File: src/l2_coh_pkg.sv
package l2_coh_pkg;

    // Geometry
    localparam int NUM_CORES  = 4;
    localparam int CORE_ID_W  = 2;
    localparam int NUM_WAYS   = 4;
    localparam int WAY_W      = 2;
    localparam int NUM_SETS   = 16;
    localparam int SET_W      = 4;
    localparam int LINE_OFS_W = 6;   // 64-byte lines
    localparam int ADDR_W     = 32;
    localparam int TAG_W      = ADDR_W - SET_W - LINE_OFS_W;
    localparam int SOURCE_W   = 6;   // Core id sits in the top bits

    // Channel opcodes
    localparam logic [2:0] A_ACQUIRE_BLOCK = 3'd6;
    localparam logic [2:0] A_ACQUIRE_PERM  = 3'd7;
    localparam logic [2:0] B_PROBE_BLOCK   = 3'd6;
    localparam logic [2:0] B_PROBE_PERM    = 3'd7;
    localparam logic [2:0] C_PROBE_ACK     = 3'd4;
    localparam logic [2:0] D_GRANT         = 3'd4;
    localparam logic [2:0] D_GRANT_DATA    = 3'd5;

    // Acquire grow params
    localparam logic [2:0] GROW_NTOB = 3'd0;
    localparam logic [2:0] GROW_NTOT = 3'd1;
    localparam logic [2:0] GROW_BTOT = 3'd2;

    // Capabilities for probe and grant params
    localparam logic [2:0] CAP_TO_T = 3'd0;
    localparam logic [2:0] CAP_TO_B = 3'd1;
    localparam logic [2:0] CAP_TO_N = 3'd2;

    typedef struct packed {
        logic [2:0]          opcode;
        logic [2:0]          param;
        logic [SOURCE_W-1:0] source;
        logic [ADDR_W-1:0]   address;
    } acq_req_t;

    // One directory way
    typedef struct packed {
        logic                 valid;
        logic [TAG_W-1:0]     tag;
        logic [NUM_CORES-1:0] sharers;
        logic                 owner_valid;
        logic [CORE_ID_W-1:0] owner_id;
    } dir_entry_t;

    typedef struct packed {
        logic [2:0]           opcode;
        logic [2:0]           param;
        logic [ADDR_W-1:0]    address;
        logic [CORE_ID_W-1:0] dest;   // Target core
    } probe_t;

    typedef struct packed {
        logic [2:0]          opcode;
        logic [2:0]          param;
        logic [SOURCE_W-1:0] source;
    } grant_t;

endpackage

File: src/l2_coh_top.sv
`timescale 1ns/10ps

module l2_coh_top (
    input  logic                             clk_i,
    input  logic                             rst_ni,

    // A: Acquire
    input  l2_coh_pkg::acq_req_t             a_req_i,
    input  logic                             a_valid_i,
    output logic                             a_ready_o,

    // B: probes
    output l2_coh_pkg::probe_t               b_probe_o,
    output logic                             b_valid_o,
    input  logic                             b_ready_i,

    // C: ProbeAck
    input  logic [2:0]                       c_opcode_i,
    input  logic [l2_coh_pkg::SOURCE_W-1:0]  c_source_i,
    input  logic                             c_valid_i,
    output logic                             c_ready_o,

    // D: grant
    output l2_coh_pkg::grant_t               d_grant_o,
    output logic                             d_valid_o,
    input  logic                             d_ready_i,

    // E: GrantAck strobe
    input  logic                             e_valid_i
);
    import l2_coh_pkg::*;

    dir_entry_t [NUM_WAYS-1:0] rd_ways;
    logic [SET_W-1:0]          rd_set;
    logic [TAG_W-1:0]          tag;
    logic                      lk_hit;
    logic [WAY_W-1:0]          lk_way;
    dir_entry_t                lk_entry;
    logic                      lk_evict;
    logic                      alloc;
    logic                      we;
    logic [SET_W-1:0]          wr_set;
    logic [WAY_W-1:0]          wr_way;
    dir_entry_t                wr_entry;
    logic                      probe_start;
    logic                      probe_done;
    acq_req_t                  req;
    logic                      pr_hit;
    dir_entry_t                pr_entry;

    l2_dir_store i_l2_dir_store (
        .clk_i, .rst_ni,
        .rd_set_i (rd_set),   .rd_ways_o (rd_ways),
        .we_i     (we),       .wr_set_i  (wr_set),
        .wr_way_i (wr_way),   .wr_entry_i(wr_entry)
    );

    l2_dir_lookup i_l2_dir_lookup (
        .clk_i, .rst_ni,
        .tag_i  (tag),      .ways_i (rd_ways),  .alloc_i(alloc),
        .hit_o  (lk_hit),   .way_o  (lk_way),
        .entry_o(lk_entry), .evict_o(lk_evict)
    );

    l2_probe_ctrl i_l2_probe_ctrl (
        .clk_i, .rst_ni,
        .start_i(probe_start), .req_i(req), .hit_i(pr_hit), .entry_i(pr_entry),
        .set_i  (rd_set),      .done_o(probe_done),
        .b_probe_o, .b_valid_o, .b_ready_i,
        .c_opcode_i, .c_source_i, .c_valid_i, .c_ready_o
    );

    l2_xact_fsm i_l2_xact_fsm (
        .clk_i, .rst_ni,
        .a_req_i, .a_valid_i, .a_ready_o,
        .hit_i  (lk_hit),   .way_i   (lk_way),
        .entry_i(lk_entry), .evict_i (lk_evict),
        .rd_set_o(rd_set),  .tag_o   (tag),      .alloc_o(alloc),
        .we_o    (we),      .wr_set_o(wr_set),   .wr_way_o(wr_way), .wr_entry_o(wr_entry),
        .probe_start_o(probe_start), .req_o(req), .hit_o(pr_hit), .entry_o(pr_entry),
        .probe_done_i (probe_done),
        .d_grant_o, .d_valid_o, .d_ready_i, .e_valid_i
    );

endmodule

File: src/l2_dir_lookup.sv
`timescale 1ns/10ps

module l2_dir_lookup (
    input  logic                                              clk_i,
    input  logic                                              rst_ni,
    input  logic [l2_coh_pkg::TAG_W-1:0]                      tag_i,
    input  l2_coh_pkg::dir_entry_t [l2_coh_pkg::NUM_WAYS-1:0] ways_i,
    input  logic                                              alloc_i,   // Advance victim
    output logic                                              hit_o,
    output logic [l2_coh_pkg::WAY_W-1:0]                      way_o,
    output l2_coh_pkg::dir_entry_t                            entry_o,
    output logic                                              evict_o
);
    import l2_coh_pkg::*;

    logic [WAY_W-1:0]    rr_q;      // Round-robin victim pointer
    logic [NUM_WAYS-1:0] match;
    logic [NUM_WAYS-1:0] free;
    logic [WAY_W-1:0]    hit_way;
    logic [WAY_W-1:0]    free_way;
    logic                any_free;

    always_comb begin
        for (int w = 0; w < NUM_WAYS; w++) begin
            match[w] = ways_i[w].valid && (ways_i[w].tag == tag_i);
            free[w]  = !ways_i[w].valid;
        end
    end

    // Walk downward so the lowest index wins
    always_comb begin
        hit_way  = '0;
        free_way = '0;
        for (int w = NUM_WAYS - 1; w >= 0; w--) begin
            if (match[w]) begin
                hit_way = WAY_W'(w);
            end
            if (free[w]) begin
                free_way = WAY_W'(w);
            end
        end
    end

    assign any_free = |free;
    assign hit_o    = |match;
    assign evict_o  = !hit_o && !any_free;   // Set full, victim must go

    always_comb begin
        if (hit_o) begin
            way_o = hit_way;
        end else if (any_free) begin
            way_o = free_way;
        end else begin
            way_o = rr_q;
        end
    end

    assign entry_o = ways_i[way_o];

    always_ff @(posedge clk_i or negedge rst_ni) begin
        if (!rst_ni) begin
            rr_q <= '0;
        end else if (alloc_i) begin
            rr_q <= (rr_q == WAY_W'(NUM_WAYS - 1)) ? '0 : rr_q + 1'b1;
        end
    end

endmodule

File: src/l2_dir_store.sv
`timescale 1ns/10ps

module l2_dir_store (
    input  logic                                              clk_i,
    input  logic                                              rst_ni,

    // Read port, combinational
    input  logic [l2_coh_pkg::SET_W-1:0]                      rd_set_i,
    output l2_coh_pkg::dir_entry_t [l2_coh_pkg::NUM_WAYS-1:0] rd_ways_o,

    // Write port, one way per cycle
    input  logic                                              we_i,
    input  logic [l2_coh_pkg::SET_W-1:0]                      wr_set_i,
    input  logic [l2_coh_pkg::WAY_W-1:0]                      wr_way_i,
    input  l2_coh_pkg::dir_entry_t                            wr_entry_i
);
    import l2_coh_pkg::*;

    dir_entry_t [NUM_WAYS-1:0] dir_q [NUM_SETS];

    // Whole set comes out at once for the tag compare
    assign rd_ways_o = dir_q[rd_set_i];

    always_ff @(posedge clk_i or negedge rst_ni) begin
        if (!rst_ni) begin
            for (int s = 0; s < NUM_SETS; s++) begin
                dir_q[s] <= '0;   // All ways invalid
            end
        end else if (we_i) begin
            dir_q[wr_set_i][wr_way_i] <= wr_entry_i;
        end
    end

endmodule

File: src/l2_probe_ctrl.sv
`timescale 1ns/10ps

module l2_probe_ctrl (
    input  logic                                 clk_i,
    input  logic                                 rst_ni,

    // From the transaction FSM
    input  logic                                 start_i,
    input  l2_coh_pkg::acq_req_t                 req_i,
    input  logic                                 hit_i,
    input  l2_coh_pkg::dir_entry_t               entry_i,
    input  logic [l2_coh_pkg::SET_W-1:0]         set_i,
    output logic                                 done_o,

    // B channel
    output l2_coh_pkg::probe_t                   b_probe_o,
    output logic                                 b_valid_o,
    input  logic                                 b_ready_i,

    // C channel, ProbeAck only
    input  logic [2:0]                           c_opcode_i,
    input  logic [l2_coh_pkg::SOURCE_W-1:0]      c_source_i,
    input  logic                                 c_valid_i,
    output logic                                 c_ready_o
);
    import l2_coh_pkg::*;

    logic [NUM_CORES-1:0] targets;
    logic [NUM_CORES-1:0] owner_oh;
    logic [NUM_CORES-1:0] req_oh;
    logic [NUM_CORES-1:0] send_q;   // Still to be issued on B
    logic [NUM_CORES-1:0] pend_q;   // Still awaiting ProbeAck
    logic [NUM_CORES-1:0] send_n;
    logic [NUM_CORES-1:0] pend_n;
    logic [NUM_CORES-1:0] b_oh;
    logic [NUM_CORES-1:0] ack_oh;
    logic [CORE_ID_W-1:0] req_core;
    logic [CORE_ID_W-1:0] ack_core;
    logic [CORE_ID_W-1:0] dest;
    logic [2:0]           opcode_q;
    logic [2:0]           param_q;
    logic [ADDR_W-1:0]    addr_q;
    logic                 is_ntob;

    assign req_core = req_i.source[SOURCE_W-1 -: CORE_ID_W];
    assign req_oh   = NUM_CORES'(1) << req_core;
    assign owner_oh = entry_i.owner_valid ? (NUM_CORES'(1) << entry_i.owner_id) : '0;
    assign is_ntob  = (req_i.opcode == A_ACQUIRE_BLOCK) && (req_i.param == GROW_NTOB);

    always_comb begin
        targets = '0;
        if (hit_i) begin
            // NtoB only downgrades an owner
            targets = is_ntob ? owner_oh : (entry_i.sharers | owner_oh);
            targets = targets & ~req_oh;
        end else if (entry_i.valid) begin
            targets = entry_i.sharers | owner_oh;   // Every holder of the victim
        end
    end

    // Lowest pending target goes first
    always_comb begin
        dest = '0;
        for (int c = NUM_CORES - 1; c >= 0; c--) begin
            if (send_q[c]) begin
                dest = CORE_ID_W'(c);
            end
        end
    end

    assign b_valid_o = |send_q;
    assign b_probe_o = '{opcode: opcode_q, param: param_q, address: addr_q, dest: dest};
    assign b_oh      = (b_valid_o && b_ready_i) ? (NUM_CORES'(1) << dest) : '0;

    // Acks from cores not pending simply clear nothing
    assign c_ready_o = 1'b1;
    assign ack_core  = c_source_i[SOURCE_W-1 -: CORE_ID_W];
    assign ack_oh    = (c_valid_i && c_opcode_i == C_PROBE_ACK) ?
                       (NUM_CORES'(1) << ack_core) : '0;

    assign send_n = send_q & ~b_oh;
    assign pend_n = pend_q & ~ack_oh;

    // Pulse on the cycle both masks drain, or at once with nothing to probe
    assign done_o = start_i ? (targets == '0) :
                    ((|send_q || |pend_q) && send_n == '0 && pend_n == '0);

    always_ff @(posedge clk_i or negedge rst_ni) begin
        if (!rst_ni) begin
            send_q <= '0;
            pend_q <= '0;
        end else if (start_i) begin
            send_q <= targets;
            pend_q <= targets;
        end else begin
            send_q <= send_n;
            pend_q <= pend_n;
        end
    end

    // Probe fields; hit line and victim line share the same address form
    always_ff @(posedge clk_i) begin
        if (start_i) begin
            opcode_q <= (hit_i && req_i.opcode == A_ACQUIRE_PERM) ? B_PROBE_PERM : B_PROBE_BLOCK;
            param_q  <= (hit_i && is_ntob) ? CAP_TO_B : CAP_TO_N;
            addr_q   <= {entry_i.tag, set_i, LINE_OFS_W'(0)};
        end
    end

endmodule

File: src/l2_xact_fsm.sv
`timescale 1ns/10ps

module l2_xact_fsm (
    input  logic                                 clk_i,
    input  logic                                 rst_ni,

    // A channel
    input  l2_coh_pkg::acq_req_t                 a_req_i,
    input  logic                                 a_valid_i,
    output logic                                 a_ready_o,

    // Lookup result
    input  logic                                 hit_i,
    input  logic [l2_coh_pkg::WAY_W-1:0]         way_i,
    input  l2_coh_pkg::dir_entry_t               entry_i,
    input  logic                                 evict_i,
    output logic [l2_coh_pkg::SET_W-1:0]         rd_set_o,
    output logic [l2_coh_pkg::TAG_W-1:0]         tag_o,
    output logic                                 alloc_o,

    // Directory write
    output logic                                 we_o,
    output logic [l2_coh_pkg::SET_W-1:0]         wr_set_o,
    output logic [l2_coh_pkg::WAY_W-1:0]         wr_way_o,
    output l2_coh_pkg::dir_entry_t               wr_entry_o,

    // Probe block
    output logic                                 probe_start_o,
    output l2_coh_pkg::acq_req_t                 req_o,
    output logic                                 hit_o,
    output l2_coh_pkg::dir_entry_t               entry_o,
    input  logic                                 probe_done_i,

    // D and E channels
    output l2_coh_pkg::grant_t                   d_grant_o,
    output logic                                 d_valid_o,
    input  logic                                 d_ready_i,
    input  logic                                 e_valid_i
);
    import l2_coh_pkg::*;

    typedef enum logic [2:0] {IDLE, LOOKUP, PROBE, GRANT, WAIT_E} state_e;

    state_e               state_q;
    state_e               state_d;
    acq_req_t             req_q;
    logic                 hit_q;
    logic                 evict_q;
    logic [WAY_W-1:0]     way_q;
    dir_entry_t           entry_q;
    dir_entry_t           base;
    logic [CORE_ID_W-1:0] req_core;
    logic [NUM_CORES-1:0] req_oh;
    logic                 is_block;
    logic                 is_ntob;
    logic                 d_fire;

    assign req_core = req_q.source[SOURCE_W-1 -: CORE_ID_W];
    assign req_oh   = NUM_CORES'(1) << req_core;
    assign is_block = req_q.opcode == A_ACQUIRE_BLOCK;
    assign is_ntob  = is_block && (req_q.param == GROW_NTOB);
    assign d_fire   = d_valid_o && d_ready_i;

    assign a_ready_o     = state_q == IDLE;
    assign rd_set_o      = req_q.address[LINE_OFS_W +: SET_W];
    assign tag_o         = req_q.address[ADDR_W-1 -: TAG_W];
    assign probe_start_o = state_q == LOOKUP;
    assign req_o         = req_q;
    assign hit_o         = hit_i;     // Live lookup result in the start cycle
    assign entry_o       = entry_i;

    always_comb begin
        state_d = state_q;
        case (state_q)
            IDLE:    if (a_valid_i) state_d = LOOKUP;
            LOOKUP:  state_d = probe_done_i ? GRANT : PROBE;
            PROBE:   if (probe_done_i) state_d = GRANT;
            GRANT:   if (d_fire) state_d = e_valid_i ? IDLE : WAIT_E;
            WAIT_E:  if (e_valid_i) state_d = IDLE;
            default: state_d = IDLE;
        endcase
    end

    always_ff @(posedge clk_i or negedge rst_ni) begin
        if (!rst_ni) begin
            state_q <= IDLE;
        end else begin
            state_q <= state_d;
        end
    end

    always_ff @(posedge clk_i) begin
        if (a_valid_i && a_ready_o) begin
            req_q <= a_req_i;
        end
        if (state_q == LOOKUP) begin
            hit_q   <= hit_i;
            way_q   <= way_i;
            entry_q <= entry_i;
            evict_q <= evict_i;
        end
    end

    // GrantData for AcquireBlock, plain Grant for AcquirePerm
    assign d_valid_o = state_q == GRANT;
    assign d_grant_o = '{opcode: is_block ? D_GRANT_DATA : D_GRANT,
                         param:  is_ntob ? CAP_TO_B : CAP_TO_T,
                         source: req_q.source};

    // A miss starts from an empty entry
    assign base = hit_q ? entry_q : '0;

    always_comb begin
        wr_entry_o       = base;
        wr_entry_o.valid = 1'b1;
        wr_entry_o.tag   = tag_o;
        if (is_ntob) begin
            // Probed owner is now just a sharer
            wr_entry_o.sharers     = base.owner_valid ? (req_oh | (NUM_CORES'(1) << base.owner_id))
                                                      : (base.sharers | req_oh);
            wr_entry_o.owner_valid = 1'b0;
            wr_entry_o.owner_id    = '0;
        end else begin
            wr_entry_o.sharers     = req_oh;
            wr_entry_o.owner_valid = 1'b1;
            wr_entry_o.owner_id    = req_core;
        end
    end

    assign we_o     = d_fire;
    assign wr_set_o = rd_set_o;
    assign wr_way_o = way_q;
    assign alloc_o  = d_fire && evict_q;   // Victim way reused

endmodule

File: config.mk
export PLATFORM = sky130hd
export DESIGN_NAME = l2_coh_top
export DESIGN_NICKNAME = d
export VERILOG_FILES = /design/src/l2_coh_pkg.sv /design/src/l2_coh_top.sv /design/src/l2_dir_lookup.sv /design/src/l2_dir_store.sv /design/src/l2_probe_ctrl.sv /design/src/l2_xact_fsm.sv
export SDC_FILE = /design/constraint.sdc
export NUM_CORES = 2
export LEC_CHECK = 0
export ABC_AREA = 1
export BUFFER_PORTS_ARGS = -buffer_cell sky130_fd_sc_hd__buf_2
export CAP_MARGIN = 40
export CELL_PAD_IN_SITES_DETAIL_PLACEMENT = 1
export CELL_PAD_IN_SITES_GLOBAL_PLACEMENT = 2
export CORE_UTILIZATION = 43
export CTS_BUF_LIST = sky130_fd_sc_hd__clkbuf_2
export DETAILED_ROUTE_END_ITERATION = 16
export PLACE_DENSITY = 0.95
export SKIP_LAST_GASP = 1
export SLEW_MARGIN = 30
export SYNTH_ARGS = -nofsm -noshare
export SYNTH_HDL_FRONTEND = slang
export SYNTH_SLANG_ARGS = --single-unit
File: constraint.sdc
create_clock -name clk_i -period 8.12 [get_ports clk_i]
set_input_delay 0.812 -clock clk_i [delete_from_list [all_inputs] [get_ports clk_i]]
set_output_delay 0.812 -clock clk_i [all_outputs]
set_load 0.01 [all_outputs]
==> reports/results.tsv <==
metric	value	unit
RSZ-0062 raised after global routing	false	
Most used DFF post-synth	dfrtp_1	
Startpoint Class	flop	
Clock Root Buffer	clkbuf_2	
final hold vios	0	
CP endpoint kind	flop	
Post-synth ARST share	96.1	%
starting density of the core	43.4	%
Compound-Gate Fraction of Synth Area	14.2	%
area share of and/or/nand/nor cells after synthesis	24.9	%
clk sink count	2011	
Net count, final	11600	
DR vias	83800	
post-synthesis xor/xnor area fraction	0	%
Worst Hold Class	in -> reg	
top cells by area, synth	dfrtp_1 53%, nand2_1 22%, o21ai_0 11%	
#FFs+latches synth	2011	
largest family of logic cells by synthesized area	simple AND/OR/NAND/NOR gates	
CTS clk-pin slew, worst paths	0.14	ns
Crit path largest cell delay	0.69	ns
FP Rows	168	
Yosys cell types	41	
Setup CP Type	reg -> reg	
f_max	142	MHz
top-count cell post-synth	nand2_1	
syn avg cell area	7.93	um2
Post-Place Cell Area	93800	um2
Max Buffers Root-to-Sink	4	
CTS H-tree lvls	6	
CP Max Fanout	79	
Tmin final	7.02	ns
PortBufs	91	
Post-synth top cells	5450 x nand2_1, 1953 x o21ai_0, 1933 x dfrtp_1	
crit path DAT	8.79	ns
WL per Instance	23.7	um
worst path required time	9.89	ns
CP dominant cell by count	nand2_1	
Core Box Area	210000	um2
Slew @ Worst Pin	1.26	ns
Worst slew margin	16.2	%
Period Utilization, post-route	86.5	%
share of the synthesized area in the top cell type	53.1	%
Setup WS pre-CTS	1.95	ns
setup ws final	1.10	ns
post-detail-place hpwl	203000	um
final setup vio count	0	
Critical-path top delay cell	edfxtp_1	
drt drc	0	
initial antenna violation count	17	
Inserted Clock Buffers	563	
status	completed	
CTS tree	built	
Post-synth EDFFs	78	
yosys warns	0	
vias in the first global route	88200	
Design Area, Final	100000	um2
Placer Congestion	0.893	
first-pass GRT wire length	532000	um
P per Cell Area	269	nW/um2
Die X	462	um
worst skew pair latency	1.94	ns
Chip Height	462	um
first-iteration detailed-routing DRC count	7630	
largest net degree at the start of global routing	158	
maxcap violations	0	
Leak	49.8	nW
Post-Synthesis Cell Area	91000	um2
Final ANT Viol Nets	0	
DRT Pass-1 Iters	6	
Tot GR Track Use	32.8	%
area share of fa/ha/maj cells after synthesis	0.0137	%
drt via density	5.69	
Synth Instances	11500	
number of fill cells	25800	
I/O pins	116	
Worst Skew	0.172	ns
post-CTS setup buffers	0	
mux contribution to synthesized area	0.0124	%
layout cells sized above 1	11.2	%
Final Slew Violations	0	
sequential area share after synthesis	55.7	%
Overflow after GRT	0	
CTS resizes	0	
TNS Setup	0	ns
maximum VDD drop	0.194	mV
Layout Area Growth over Synthesis	9.87	%
Worst Hold Margin	0.166	ns
die area	214000	um2
final wirelength	349000	um
Yosys top cell by area	dfrtp_1	
==> registers in the layout (all words and copies together) (netlist names) <==
| register | cells |
|---|---|
| i_l2_dir_store.dir_q | 1920 |
| i_l2_xact_fsm.req_o | 28 |
| i_l2_probe_ctrl.addr_q | 26 |
| i_l2_xact_fsm.entry_q | 7 |
| i_l2_xact_fsm.d_grant_o | 6 |
| i_l2_probe_ctrl.pend_q | 4 |
| i_l2_probe_ctrl.send_q | 4 |
| i_l2_xact_fsm.rd_set_o | 4 |
| i_l2_xact_fsm.state_q | 3 |
| i_l2_dir_lookup.rr_q | 2 |
| i_l2_probe_ctrl.param_q | 2 |
| i_l2_xact_fsm.wr_way_o | 2 |
| i_l2_probe_ctrl.opcode_q | 1 |
| i_l2_xact_fsm.evict_q | 1 |
| i_l2_xact_fsm.hit_q | 1 |
==> final timing paths <==
check                                           from                          to  slack (ns)  cells past startpoint
max                        i_l2_xact_fsm.rd_set_o[1]    i_l2_xact_fsm.state_q[0]        1.10                     30
min                                      a_req_i[24]     i_l2_xact_fsm.req_o[24]        0.17                      3
max reg2reg                i_l2_xact_fsm.rd_set_o[1]    i_l2_xact_fsm.state_q[0]        1.10                     30
min reg2reg                i_l2_dir_store.dir_q[929]   i_l2_dir_store.dir_q[929]        0.46                      2
max in group asynchronous                     rst_ni  i_l2_dir_store.dir_q[1620]        6.08                      6
min in group asynchronous                     rst_ni   i_l2_dir_store.dir_q[247]        0.36                      4
==> where the power goes <==
part	leakage [nW]	total [W]	internal (W)	switching, W
clock network	3.80	0.00737	0.00292	0.00445
logic	18.9	0.00634	0.00187	0.00447
registers	27.1	0.0132	0.0120	0.00118
total	49.8	0.0269	0.0168	0.0101
==> final cells by class <==
class / instances / area [um2] / share of cell area, %
Multi-Input combinational cell: 8378 / 36000 / 36.0
Clock inverter: 83 / 484 / 0.484
Timing Repair Buffer: 439 / 4390 / 4.39
Sequential cell: 2011 / 50700 / 50.7
Antenna cell: 11 / 27.5 / 0.0275
Tap cell: 2805 / 3510 / 3.51
Inverter: 153 / 621 / 0.620
Clock buffer: 851 / 4260 / 4.26
==> routing by layer <==
metal / global-route usage (%) / share of wire [%] / vias up / wire, um
met5: 0 / 0.016 / - / 56
met4: 16.2 / 4.9 / 8 / 17000
met3: 6.16 / 7.8 / 923 / 27100
met2: 53.0 / 46 / 3364 / 162000
met1: 42.2 / 41 / 42300 / 143000
li1: - / - / 37200 / -
==> cells in the final DEF, fill, tap and decap left out, types with 109 or more instances in the layout <==
| master | n |
|---|---|
| o21ai_0 | 1953 |
| a21oi_1 | 184 |
| dlygate4sd3_1 | 109 |
| clkbuf_2 | 851 |
| nand2_1 | 5386 |
| dfrtp_1 | 1933 |
| inv_1 | 120 |
| nor2_1 | 203 |
| a22oi_1 | 224 |
| buf_4 | 165 |
| nand3_1 | 186 |
==> critical path: cells and delay by family (launching register included) <==
family          cells  cell delay [ns]
flops               1             0.69
buf+inv             6             2.23
compound gates      1             0.22
simple gates       23             3.59
==> metrics by stage <==
| step | instances | util (%) | total power (W) |
|---|---|---|---|
| 4_1_cts | 14700 | 47.4 | 0.0269 |
| 3_3_place_gp | 13600 | 44.4 | 0.0190 |
| 6_report | 14700 | 47.6 | 0.0269 |
| 5_1_grt | 14700 | 47.6 | 0.0284 |
| 3_5_place_dp | 13700 | 44.7 | 0.0195 |
| 2_1_floorplan | 11500 | - | 0.0168 |
==> cells by family after synthesis <==
family / Yosys count
AO/OA/AOI/OAI: 2442
adder cells (fa/ha/maj): 1
buffers and inverters: 1099
flip-flops: 2011
multiplexers: 1
other: 2
AND/OR/NAND/NOR: 5920
==> timing repair <==
action,4_1_cts,5_1_grt
hold endpoints to repair,1340,0
hold buffers,110,0
endpoints found under the setup margin,0,0
(Power assumes the default switching activity.)
